`config.mk`:
```
export PLATFORM = sky130hd
export DESIGN_NAME = kpd_input_top
export DESIGN_NICKNAME = d
export VERILOG_FILES = /design/src/verilog/kpd_pkg.sv /design/src/verilog/entry_store.sv /design/src/verilog/key_entry.sv /design/src/verilog/keypad_scanner.sv /design/src/verilog/kpd_input_top.sv /design/src/verilog/store_arbiter.sv
export VERILOG_INCLUDE_DIRS = /design/src /design/src/verilog
export SDC_FILE = /design/constraint.sdc
export NUM_CORES = 1
export LEC_CHECK = 0
export CORE_AREA = 2 2 192 194
export DETAILED_ROUTE_END_ITERATION = 6
export DIE_AREA = 0 0 194 196
export DONT_BUFFER_PORTS = 1
export PLACE_DENSITY_LB_ADDON = 0.05
export SLEW_MARGIN = 20
export SYNTH_ARGS = -nofsm -noshare
export SYNTH_HDL_FRONTEND = slang
export SYNTH_SLANG_ARGS = --single-unit
```
`constraint.sdc`:
```
create_clock -name clk -period 14.3 [get_ports clk]
set_input_delay 1.43 -clock clk [delete_from_list [all_inputs] [get_ports clk]]
set_output_delay 1.43 -clock clk [all_outputs]
set_load 0.02 [all_outputs]
```
`src/verilog/kpd_params.svh`:
```
`ifndef KPD_PARAMS_SVH
`define KPD_PARAMS_SVH

// width of an entered value and of the stored record payload
`define KPD_DATA_W      32
// longest decimal entry
`define KPD_MAX_DIGITS  10
// clock cycles each row stays driven
`define KPD_SCAN_DIV    4
// full scans a key pattern must hold before it counts
`define KPD_DEBOUNCE    2
// entry records held for the host
`define KPD_STORE_DEPTH 4

`endif

```
`src/verilog/kpd_pkg.sv`:
```
`include "kpd_params.svh"

package kpd_pkg;

    // {row, col} patterns as seen on the matrix, both nibbles active low
    typedef enum logic [7:0] {
        KEY_NONE   = 8'h00,
        KEY_0      = 8'b0111_1101,
        KEY_1      = 8'b1110_1110,
        KEY_2      = 8'b1110_1101,
        KEY_3      = 8'b1110_1011,
        KEY_4      = 8'b1101_1110,
        KEY_5      = 8'b1101_1101,
        KEY_6      = 8'b1101_1011,
        KEY_7      = 8'b1011_1110,
        KEY_8      = 8'b1011_1101,
        KEY_9      = 8'b1011_1011,
        KEY_BKSP   = 8'b0111_1110,  // "*"
        KEY_ENTER  = 8'b0111_1011,  // "#"
        KEY_PAUSE  = 8'b1110_0111,  // "A"
        KEY_SWITCH = 8'b1101_0111,  // "B"
        KEY_C      = 8'b1011_0111,
        KEY_D      = 8'b0111_0111
    } key_code_e;

    typedef enum logic [1:0] {
        ST_BLOCK  = 2'b00,
        ST_SWITCH = 2'b01,
        ST_KEYPAD = 2'b10,
        ST_PAUSE  = 2'b11
    } entry_state_e;

    typedef struct packed {
        logic                   from_switch;
        logic [`KPD_DATA_W-1:0] value;
    } entry_rec_t;

endpackage

```
`src/verilog/entry_store.sv`:
```
`include "kpd_params.svh"

module entry_store (
    input  logic                clk,
    input  logic                rst_n,
    input  logic                push,
    input  kpd_pkg::entry_rec_t push_rec,
    input  logic                pop,
    output kpd_pkg::entry_rec_t rd_rec,
    output logic                empty,
    output logic                full
);
    import kpd_pkg::*;

    localparam int DEPTH = `KPD_STORE_DEPTH;
    localparam int PTR_W = (DEPTH > 1) ? $clog2(DEPTH) : 1;
    localparam int CNT_W = $clog2(DEPTH + 1);

    entry_rec_t       mem [DEPTH];
    logic [PTR_W-1:0] wr_ptr;
    logic [PTR_W-1:0] rd_ptr;
    logic [CNT_W-1:0] count;
    logic             do_push;
    logic             do_pop;

    function automatic logic [PTR_W-1:0] ptr_inc(input logic [PTR_W-1:0] p);
        return (p == PTR_W'(DEPTH - 1)) ? '0 : p + 1'b1;  // wraps for any depth
    endfunction

    assign empty   = (count == '0);
    assign full    = (count == CNT_W'(DEPTH));
    assign do_push = push & ~full;
    assign do_pop  = pop & ~empty;
    assign rd_rec  = empty ? '0 : mem[rd_ptr];

    always_ff @(posedge clk or negedge rst_n) begin
        if (!rst_n) begin
            wr_ptr <= '0;
            rd_ptr <= '0;
            count  <= '0;
        end else begin
            if (do_push) wr_ptr <= ptr_inc(wr_ptr);
            if (do_pop) rd_ptr <= ptr_inc(rd_ptr);
            case ({do_push, do_pop})
                2'b10:   count <= count + 1'b1;
                2'b01:   count <= count - 1'b1;
                default: count <= count;
            endcase
        end
    end

    always_ff @(posedge clk) begin
        if (do_push) mem[wr_ptr] <= push_rec;
    end

endmodule

```
`src/verilog/key_entry.sv`:
```
`include "kpd_params.svh"

module key_entry (
    input  logic                   clk,
    input  logic                   rst_n,
    input  kpd_pkg::key_code_e     key_code,
    input  logic                   input_enable,
    input  logic                   ignore_pause,
    input  logic [`KPD_DATA_W-1:0] sw,
    input  logic                   wr_ack,
    output logic [`KPD_DATA_W-1:0] keypad_data,
    output logic                   input_complete,
    output logic                   switch_enable,
    output logic                   cpu_pause,
    output logic                   overflow_9th,
    output logic                   overflow_10th,
    output logic                   wr_req,
    output kpd_pkg::entry_rec_t    wr_rec
);
    import kpd_pkg::*;

    localparam int DW    = `KPD_DATA_W;
    localparam int CNT_W = $clog2(`KPD_MAX_DIGITS + 1);

    entry_state_e     state;
    entry_state_e     saved_state;   // where pause returns to
    logic [CNT_W-1:0] digit_cnt;
    logic             is_digit;
    logic [3:0]       digit_val;
    logic             entering;      // editing, either source
    logic             enter_hit;
    logic             wr_busy;

    assign overflow_9th  = (digit_cnt >= CNT_W'(`KPD_MAX_DIGITS - 1));
    assign overflow_10th = (digit_cnt == CNT_W'(`KPD_MAX_DIGITS));
    assign entering      = (state == ST_SWITCH) || (state == ST_KEYPAD);
    assign enter_hit     = entering && (key_code == KEY_ENTER);
    assign wr_busy       = wr_req | wr_ack;  // write handshake not yet closed

    always_comb begin
        is_digit = 1'b1;
        case (key_code)
            KEY_0:   digit_val = 4'd0;
            KEY_1:   digit_val = 4'd1;
            KEY_2:   digit_val = 4'd2;
            KEY_3:   digit_val = 4'd3;
            KEY_4:   digit_val = 4'd4;
            KEY_5:   digit_val = 4'd5;
            KEY_6:   digit_val = 4'd6;
            KEY_7:   digit_val = 4'd7;
            KEY_8:   digit_val = 4'd8;
            KEY_9:   digit_val = 4'd9;
            default: begin
                digit_val = 4'd0;
                is_digit  = 1'b0;
            end
        endcase
    end

    always_ff @(posedge clk or negedge rst_n) begin
        if (!rst_n) begin
            state          <= ST_BLOCK;
            saved_state    <= ST_BLOCK;
            keypad_data    <= '0;
            digit_cnt      <= '0;
            input_complete <= 1'b0;
            switch_enable  <= 1'b0;
            cpu_pause      <= 1'b0;
        end else if (state == ST_PAUSE) begin
            if (key_code == KEY_PAUSE && !ignore_pause) begin
                state     <= saved_state;
                cpu_pause <= 1'b0;
            end
        end else if (key_code == KEY_PAUSE) begin
            saved_state <= state;  // pause from any other state
            state       <= ST_PAUSE;
            cpu_pause   <= 1'b1;
        end else if (state == ST_BLOCK) begin
            if (input_enable && !wr_busy) begin
                state          <= ST_KEYPAD;
                input_complete <= 1'b0;
                switch_enable  <= 1'b0;
                keypad_data    <= '0;
                digit_cnt      <= '0;
            end
        end else begin
            case (key_code)
                KEY_SWITCH: begin
                    state         <= (state == ST_SWITCH) ? ST_KEYPAD : ST_SWITCH;
                    switch_enable <= (state == ST_KEYPAD);
                end
                KEY_ENTER: begin
                    state          <= ST_BLOCK;
                    input_complete <= 1'b1;
                    digit_cnt      <= '0;
                end
                KEY_BKSP: begin
                    if (state == ST_KEYPAD && digit_cnt != '0) begin
                        keypad_data <= keypad_data / DW'(10);
                        digit_cnt   <= digit_cnt - 1'b1;
                    end
                end
                default: begin
                    if (state == ST_KEYPAD && is_digit &&
                        digit_cnt < CNT_W'(`KPD_MAX_DIGITS)) begin
                        keypad_data <= keypad_data * DW'(10) + DW'(digit_val);  // wraps mod 2^DW
                        digit_cnt   <= digit_cnt + 1'b1;
                    end
                end
            endcase
        end
    end

    // four-phase writer, req drops once ack is seen
    always_ff @(posedge clk or negedge rst_n) begin
        if (!rst_n) begin
            wr_req <= 1'b0;
        end else if (wr_ack) begin
            wr_req <= 1'b0;
        end else if (enter_hit) begin
            wr_req <= 1'b1;
        end
    end

    always_ff @(posedge clk) begin
        if (enter_hit) begin
            wr_rec.from_switch <= (state == ST_SWITCH);
            wr_rec.value       <= (state == ST_SWITCH) ? sw : keypad_data;
        end
    end

endmodule

```
`src/verilog/keypad_scanner.sv`:
```
`include "kpd_params.svh"

module keypad_scanner (
    input  logic               clk,
    input  logic               rst_n,
    input  logic [3:0]         col,
    output logic [3:0]         row,
    output kpd_pkg::key_code_e key_code
);
    import kpd_pkg::*;

    localparam int DIV_W = $clog2(`KPD_SCAN_DIV + 1);
    localparam int DEB_W = $clog2(`KPD_DEBOUNCE + 1);

    logic [DIV_W-1:0] div_cnt;
    logic [1:0]       row_idx;
    logic [11:0]      scan_buf;     // rows 0..2 of the scan in progress
    logic [15:0]      scan_now;     // one bit per pressed key
    logic [15:0]      scan_last;
    logic [DEB_W-1:0] stable_cnt;
    logic [DEB_W-1:0] stable_nxt;
    logic             slot_end;
    logic             scan_end;
    logic             reported;     // held until a debounced release
    logic             scan_on;      // rows stay released until scanning starts
    logic [3:0]       key_idx;
    logic [7:0]       key_pat;

    assign row      = scan_on ? ~(4'b0001 << row_idx) : 4'hf;
    assign slot_end = (div_cnt == DIV_W'(`KPD_SCAN_DIV - 1));
    assign scan_end = slot_end && (row_idx == 2'd3);
    assign scan_now = {~col, scan_buf};  // valid while the last row is sampled
    assign key_pat  = {~(4'b0001 << key_idx[3:2]), ~(4'b0001 << key_idx[1:0])};

    always_comb begin
        key_idx = '0;
        for (int i = 0; i < 16; i++) begin
            if (scan_now[i]) begin
                key_idx = 4'(i);
            end
        end
    end

    // count of consecutive identical snapshots, saturating
    always_comb begin
        if (scan_now != scan_last) begin
            stable_nxt = DEB_W'(1);
        end else if (stable_cnt == DEB_W'(`KPD_DEBOUNCE)) begin
            stable_nxt = stable_cnt;
        end else begin
            stable_nxt = stable_cnt + 1'b1;
        end
    end

    always_ff @(posedge clk or negedge rst_n) begin
        if (!rst_n) begin
            div_cnt    <= '0;
            row_idx    <= '0;
            scan_buf   <= '0;
            scan_last  <= '0;
            stable_cnt <= '0;
            reported   <= 1'b0;
            scan_on    <= 1'b0;
            key_code   <= KEY_NONE;
        end else begin
            key_code <= KEY_NONE;  // one-cycle pulse
            scan_on  <= 1'b1;
            div_cnt  <= slot_end ? '0 : div_cnt + 1'b1;
            if (slot_end) begin
                row_idx <= row_idx + 1'b1;
                if (!scan_end) begin
                    scan_buf[row_idx*4 +: 4] <= ~col;
                end
            end
            if (scan_end) begin
                scan_last  <= scan_now;
                stable_cnt <= stable_nxt;
                if (stable_nxt == DEB_W'(`KPD_DEBOUNCE)) begin
                    if (scan_now == '0) begin
                        reported <= 1'b0;
                    end else if ($onehot(scan_now) && !reported) begin
                        key_code <= key_code_e'(key_pat);
                        reported <= 1'b1;
                    end
                end
            end
        end
    end

endmodule

```
`src/verilog/kpd_input_top.sv`:
```
`include "kpd_params.svh"

module kpd_input_top (
    input  logic                   clk,
    input  logic                   rst_n,
    input  logic [3:0]             col,
    input  logic [`KPD_DATA_W-1:0] sw,
    input  logic                   input_enable,
    input  logic                   ignore_pause,
    input  logic                   host_req,
    output logic [3:0]             row,
    output logic                   host_ack,
    output kpd_pkg::entry_rec_t    host_rec,
    output logic                   host_empty,
    output logic [`KPD_DATA_W-1:0] keypad_data,
    output logic                   input_complete,
    output logic                   switch_enable,
    output logic                   cpu_pause,
    output logic                   overflow_9th,
    output logic                   overflow_10th
);
    import kpd_pkg::*;

    key_code_e  key_code;
    logic       wr_req;
    logic       wr_ack;
    entry_rec_t wr_rec;
    logic       push;
    logic       pop;
    logic       full;
    entry_rec_t push_rec;
    entry_rec_t rd_rec;

    keypad_scanner i_keypad_scanner (
        .clk      (clk),
        .rst_n    (rst_n),
        .col      (col),
        .row      (row),
        .key_code (key_code)
    );

    key_entry i_key_entry (
        .clk            (clk),
        .rst_n          (rst_n),
        .key_code       (key_code),
        .input_enable   (input_enable),
        .ignore_pause   (ignore_pause),
        .sw             (sw),
        .wr_ack         (wr_ack),
        .keypad_data    (keypad_data),
        .input_complete (input_complete),
        .switch_enable  (switch_enable),
        .cpu_pause      (cpu_pause),
        .overflow_9th   (overflow_9th),
        .overflow_10th  (overflow_10th),
        .wr_req         (wr_req),
        .wr_rec         (wr_rec)
    );

    store_arbiter i_store_arbiter (
        .clk      (clk),
        .rst_n    (rst_n),
        .wr_req   (wr_req),
        .wr_rec   (wr_rec),
        .host_req (host_req),
        .full     (full),
        .rd_rec   (rd_rec),
        .wr_ack   (wr_ack),
        .host_ack (host_ack),
        .host_rec (host_rec),
        .push     (push),
        .push_rec (push_rec),
        .pop      (pop)
    );

    entry_store i_entry_store (
        .clk      (clk),
        .rst_n    (rst_n),
        .push     (push),
        .push_rec (push_rec),
        .pop      (pop),
        .rd_rec   (rd_rec),
        .empty    (host_empty),
        .full     (full)
    );

endmodule

```
`src/verilog/store_arbiter.sv`:
```
module store_arbiter (
    input  logic                clk,
    input  logic                rst_n,
    input  logic                wr_req,
    input  kpd_pkg::entry_rec_t wr_rec,
    input  logic                host_req,
    input  logic                full,
    input  kpd_pkg::entry_rec_t rd_rec,
    output logic                wr_ack,
    output logic                host_ack,
    output kpd_pkg::entry_rec_t host_rec,
    output logic                push,
    output kpd_pkg::entry_rec_t push_rec,
    output logic                pop
);
    typedef enum logic [1:0] {ARB_IDLE, ARB_STROBE, ARB_ACK} arb_phase_e;

    arb_phase_e phase;
    logic       grant_host;  // owner of the current transfer
    logic       prio_host;   // host wins the next tie
    logic       wr_elig;
    logic       host_elig;
    logic       pick_host;

    assign wr_elig   = wr_req & ~wr_ack & ~full;  // full store holds the writer off
    assign host_elig = host_req & ~host_ack;
    assign pick_host = host_elig & (~wr_elig | prio_host);
    assign push_rec  = wr_rec;                    // writer keeps it stable under req

    always_ff @(posedge clk or negedge rst_n) begin
        if (!rst_n) begin
            phase      <= ARB_IDLE;
            grant_host <= 1'b0;
            prio_host  <= 1'b0;
            push       <= 1'b0;
            pop        <= 1'b0;
            wr_ack     <= 1'b0;
            host_ack   <= 1'b0;
        end else begin
            push <= 1'b0;
            pop  <= 1'b0;
            case (phase)
                ARB_IDLE: begin
                    if (wr_elig || host_elig) begin
                        grant_host <= pick_host;
                        prio_host  <= ~pick_host;
                        push       <= ~pick_host;
                        pop        <= pick_host;
                        phase      <= ARB_STROBE;
                    end
                end
                ARB_STROBE: begin
                    // store acts on this edge, so ack follows it
                    wr_ack   <= ~grant_host;
                    host_ack <= grant_host;
                    phase    <= ARB_ACK;
                end
                default: begin
                    if (grant_host ? !host_req : !wr_req) begin
                        wr_ack   <= 1'b0;
                        host_ack <= 1'b0;
                        phase    <= ARB_IDLE;
                    end
                end
            endcase
        end
    end

    // oldest record before the pop, zeros when the store was empty
    always_ff @(posedge clk) begin
        if (phase == ARB_STROBE && grant_host) begin
            host_rec <= rd_rec;
        end
    end

endmodule
```
# Word-level counts from Yosys, hierarchy flattened
# Memories as Yosys holds them, arrays and structs flattened. A register that Yosys moved wholly into a read port is not among the register bits.
# Cells that the tools add are included.
# Widths: inputs -> output; s select.
# op_classes
n_eq_ne	37
n_lt_le_gt_ge	2
shifts	5
n_bitwise	23
muxes	72
reduce_logical	46
n_mul	1
n_div	1
addsub	26
# op_table
op	count
$mux 32	5
$eq 8x8->1 const B	11
$mux 4	19
$pmux 32 s2	1
$pmux 4 s9	1
$add 5x5->5	7
$neg 4->34	1
$shift 4x34->12 const A	1
$shiftx 4x34->12	1
$add 32x4->32	1
$div 32x4->32 const B	1
$mul 32x3->31 const B	1
$mux 8	4
$eq 8x7->1 const B	3
$mux 2	12
$mux 1	22
$add 1x1->2	8
$eq 2x2->1 const B	8
$logic_not 16->1	1
$ne 16x16->1	1
$not 4->4	4
$reduce_bool 2->1	7
$bwmux 12	1
$pmux 4 s3	1
other kinds (38)	91
# totals
output_inout_bits	76
inputBits	41
latchBits	0
ram_bits	132
regBits	137
mem_bits_ro	0
word_cells	242
mem_count	1
# memory_table
name	words	word_bits	rd	rd_clocked_by_memory_dff	wr	line_no	text
i_entry_store.mem	4	33	1	1	1	entry_store.sv:19	entry_rec_t mem [DEPTH];

# Depth between registers and ports, before layout
# logic_depth
depth_word	21
mapped_depth	46

# By module
# Synthesis repeated with hierarchy kept, for this count alone.
# unflattened
cells_unflattened	2015
area_unflattened_um2	20258.2
# by_module_without_submodules
mod	cells_per_inst	area_each_um2	instances	seq_area_each_um2
key_entry	1416	10690.3	1	2092.0
entry_store	248	5444.0	1	4139.0
keypad_scanner	247	2507.4	1	1126.1
store_arbiter	104	1616.6	1	1191.1

# Least setup slack after synthesis
# Ideal clock, no wire load.
# synth_path
kind	reg-to-reg
start	register i_key_entry.keypad_data[31]
end	register i_key_entry.keypad_data[0]
stages_incl_launch_ff	40
t_arrival_ns	10.097
setup_time_ns	0.090
setup_slack_ns	4.114
period_less_slack_ns	10.186
cell_sequence	dfrtp_1 > buf_2 > clkinv_1 > xnor2_1 > a311oi_1 > o21a_2 > mux2_2 > or3_1 > buf_2 > o2111ai_2 > o41ai_2 > a2111oi_0 > o31ai_2 > a21oi_2 > mux2_2 > a2111oi_2 > or4_1 > buf_2 > [4 not listed] > nand2b_4 > o32ai_2 > mux2_2 > mux2i_1 > mux2i_1 > a221o_1 > a21oi_2 > o22ai_1 > a221o_1 > a2111o_1 > o211a_2 > mux2_4 > a2111oi_4 > or3_4 > o311ai_2 > maj3_2 > or3_1 > o2111ai_1
# synth_between
elab_chain_len	4
# synth_rtl
item	line_no	text
start: declaration	key_entry.sv:11	output logic [`KPD_DATA_W-1:0] keypad_data,
start signal: assignment	key_entry.sv:99	keypad_data <= keypad_data / DW'(10);
start signal: assignment	key_entry.sv:106	keypad_data <= keypad_data * DW'(10) + DW'(digit_val);
$div 32x4->32	key_entry.sv:99	
$mux 32	key_entry.sv:98	if (state == ST_KEYPAD && digit_cnt != '0) begin
$pmux 32 s2	key_entry.sv:87	case (key_code)
$mux 32	key_entry.sv:78	end else if (state == ST_BLOCK) begin
# Every way passes these cells. The select of a mux whose other input is x is not followed.
# A chain may end at the register's enable or synchronous reset.

# Worst setup path after layout
# Ends and elaborated chain as after synthesis.

==> reports/qor.txt <==
status: completed
CTS resizes: 0
Power Density: 111.3 nW/µm²
Final Max Slew Viols: 0
Critical-path top delay cell: dfrtp_1
Worst Setup End Kind: flip-flop
Slew @ Worst Pin: 1.042 ns
Period minus WS final: 12.79 ns
Crit path depth: 36
core area: 36080 µm²
Critical path buffers and inverters: 1
Worst path max stage delay: 0.88 ns
share of layout cells above drive strength 1: 0.1029
post-route clock period utilization: 0.8942
YS warnings: 0
relative slew slack: 0.3035
first-pass GRT wire length: 74710 µm
hold path endpoint: i_keypad_scanner.div_cnt[0]
initial core utilization: 0.5396
Worst R2R End: i_key_entry.keypad_data[0]
vias in the first global route: 14190
Leak: 7.803 nW
clock buffer count from CTS: 35
CTS tree: built
R2R cell count: 36
WHS: 0.4295 ns
hold path depth: 1
post-CTS setup buffers: 0
sequential share of the synthesized area: 0.4390
drt drc: 0
FMAX: 78.20 MHz
die extent in y: 196 µm
placed inst area: 19790 µm²
final hold violation count: 0
syn_area_per_cell: 10.42 µm²
post-synth top area share: 0.3054
Synth cell types: 116
Post-DRT Antenna Nets: 0
largest cells by area after synthesis: edfxtp_1, dfrtp_1, ha_1, mux4_2, nand2_1
nets: 1977
post-detail-place hpwl: 31950 µm
launching point of the worst reg2reg path: i_key_entry.keypad_data[31]
clk slew on worst S/H paths: 0.06 ns
setup_tns: 0 ns
beginning of the critical path: i_key_entry.keypad_data[31]
Max-Cap Viols: 0
Place WS: 1.705 ns
area grow syn2layout: 7.872%
clk sink count: 302
syn nets: 2024
Rows: 70
CP delay by family, top: compound AO/OA/AOI/OAI gates
R2R setup slack: 1.51 ns
DRT Pass-1 Iters: 5
DR WL/cell: 19.73 µm
post-route setup slack: 1.513 ns
peak fanout along the critical path: 22
port bufs: 0
via count: 14390
VDD IR max: 114.2 µV
hold_buf cts: 0
post-synth top area cell: edfxtp_1
critical path startpoint category: flip-flop
First DRT Iteration DRCs: 926
H-tree Lvls: 2
DIE AREA: 38020 µm²
min-delay src: i_keypad_scanner.div_cnt[0]
# IOs: 117
skew final: 0.02608 ns
initial antenna violation count: 5
clk buf depth: 3
root buf cell: clkbuf_16
Pwr Total: 2.338 mW
GR Overflow Total: 0
Post-Route WL: 45720 µm
worst-skew pair later-pin latency: 0.56 ns
asr flop ratio synth: 0.3444
Via density: 6.212
CP required: 14.76 ns
DIE WIDTH: 194 µm
RSZ-0062 raised after global routing: false
HP Class: reg2reg
Tot GR Track Use: 0.2426
Setup violations, final: 0
Yosys reg bits: 302
Crit Path Class: reg2reg
routability cong.: 0.8678
Mapped Cells: 1869
number of flops mapped to enable cells by yosys: 198
Top FF cell, synth: edfxtp_1
Critical Path AT: 13.24 ns
pin count of the biggest net entering global routing: 105
synthesized area: 19470 µm²
post-route design area: 21000 µm²
-- power breakdown --
group / switching [mW] / internal (mW) / total (mW) / leakage (nW)
logic: 0.168 / 0.170 / 0.338 / 4.38
registers: 0.0602 / 0.999 / 1.06 / 2.84
clock network: 0.366 / 0.575 / 0.940 / 0.589
total: 0.594 / 1.74 / 2.34 / 7.80
-- cell families after synthesis --
family,Yosys count,synth area share
other,1,0.0001926
muxes,72,0.06021
xor gates and xnor gates,93,0.04184
buffers and inverters,207,0.04267
and+or+nand+nor,572,0.1492
adders and majority gates,120,0.08219
DFF,302,0.4390
AOI/OAI and AO/OA,502,0.1846
-- state kept, by name, indices dropped and copies added, names as in the netlist, 4 cells and up --
register                    flops
i_entry_store.mem             132
i_key_entry.digit_cnt           4
i_key_entry.keypad_data        32
i_key_entry.wr_rec             33
i_keypad_scanner.key_code       8
i_keypad_scanner.scan_buf      12
i_keypad_scanner.scan_last     16
i_store_arbiter.host_rec       33
-- area by class of cell --
| cell class | instances | area (µm²) |
|---|---|---|
| fillers | 2994 | 15080 |
| diodes | 2 | 5.005 |
| flip-flops and latches | 302 | 8549 |
| multi-input cells | 1360 | 10110 |
| well taps | 468 | 585.6 |
| clock buffers | 42 | 922.1 |
| clock inverters | 20 | 289.0 |
| repair buffers | 21 | 157.7 |
| inverters | 102 | 382.9 |
-- worst max-delay path by stage --
stage | to | slack (ns)
floorplan | i_key_entry.keypad_data[0] | 4.11
global placement | i_key_entry.keypad_data[0] | 2.04
detailed placement | i_key_entry.keypad_data[0] | 1.71
CTS | i_key_entry.keypad_data[0] | 1.63
global route | i_key_entry.keypad_data[0] | 0.41
finish | i_key_entry.keypad_data[0] | 1.51
-- layout by cell type, fill, tap and decap left out, types with 10 or more instances in the layout --
master       n
o221ai_1    17
o21ai_1     11
xnor2_1     45
nor2_1     100
nor2b_1     41
buf_4       21
o21ai_0    127
a21o_1      17
clkbuf_16   35
inv_1       98
or3_1       13
and2_1      12
ha_1        98
a21oi_1     90
o31ai_1     22
mux4_2      34
and3_1      24
o21bai_1    22
mux2i_1     20
o2111ai_1   10
xor2_1      48
nor4_1      20
nand3_1     46
nand4_1     16
a31oi_1     16
edfxtp_1   198
fa_1        15
mux2_2      16
dfrtp_1    103
nand2_1    178
a211oi_1    13
nor3_1      45
nand2b_1    16
-- metal layers --
metal  track usage  vias to the layer above  routed length, µm
met5             0                        -                 16
met4       0.07716                        2               1019
met3       0.04590                       69               2863
met2        0.3966                      411              21710
met1        0.3286                     6969              20110
li1              -                     6943                  -
-- worst reg2reg max path: cells and delay by family, from the launching register on --
kind	cells	cell delay [ns]
AO/OA/AOI/OAI	26	8.72
XOR/XNOR	1	0.23
adder cells (fa/ha/maj)	1	0.33
buffers and inverters	1	0.40
flip-flops	1	0.88
multiplexers	2	0.68
AND/OR/NAND/NOR	5	1.44
-- cell usage after synthesis, types with 7 or more instances --
cell type    n
edfxtp_1   198
nand2_1    178
o21ai_0    127
dfrtp_1    104
nor2_1     101
ha_1        99
inv_1       98
a21oi_1     90
clkbuf_1    76
xor2_1      48
nand3_1     46
nor3_1      46
xnor2_1     45
nor2b_1     41
mux4_2      34
and3_1      24
o21bai_1    22
o31ai_1     22
mux2i_1     20
nor4_1      20
a21o_1      17
o221ai_1    17
a31oi_1     16
buf_2       16
mux2_2      16
nand2b_1    16
nand4_1     16
fa_1        15
a211oi_1    13
and2_1      13
or3_1       13
o21ai_1     12
o2111ai_1   10
o211ai_1     9
o22ai_1      9
a221o_1      8
a311oi_1     7
-- through the flow --
step           cells  utilization
2_1_floorplan   1869            -
3_3_place_gp    2253       0.5483
3_5_place_dp    2253       0.5483
4_1_cts         2315       0.5819
5_1_grt         2315       0.5819
6_report        2317       0.5820
(Power assumes the default switching activity.)
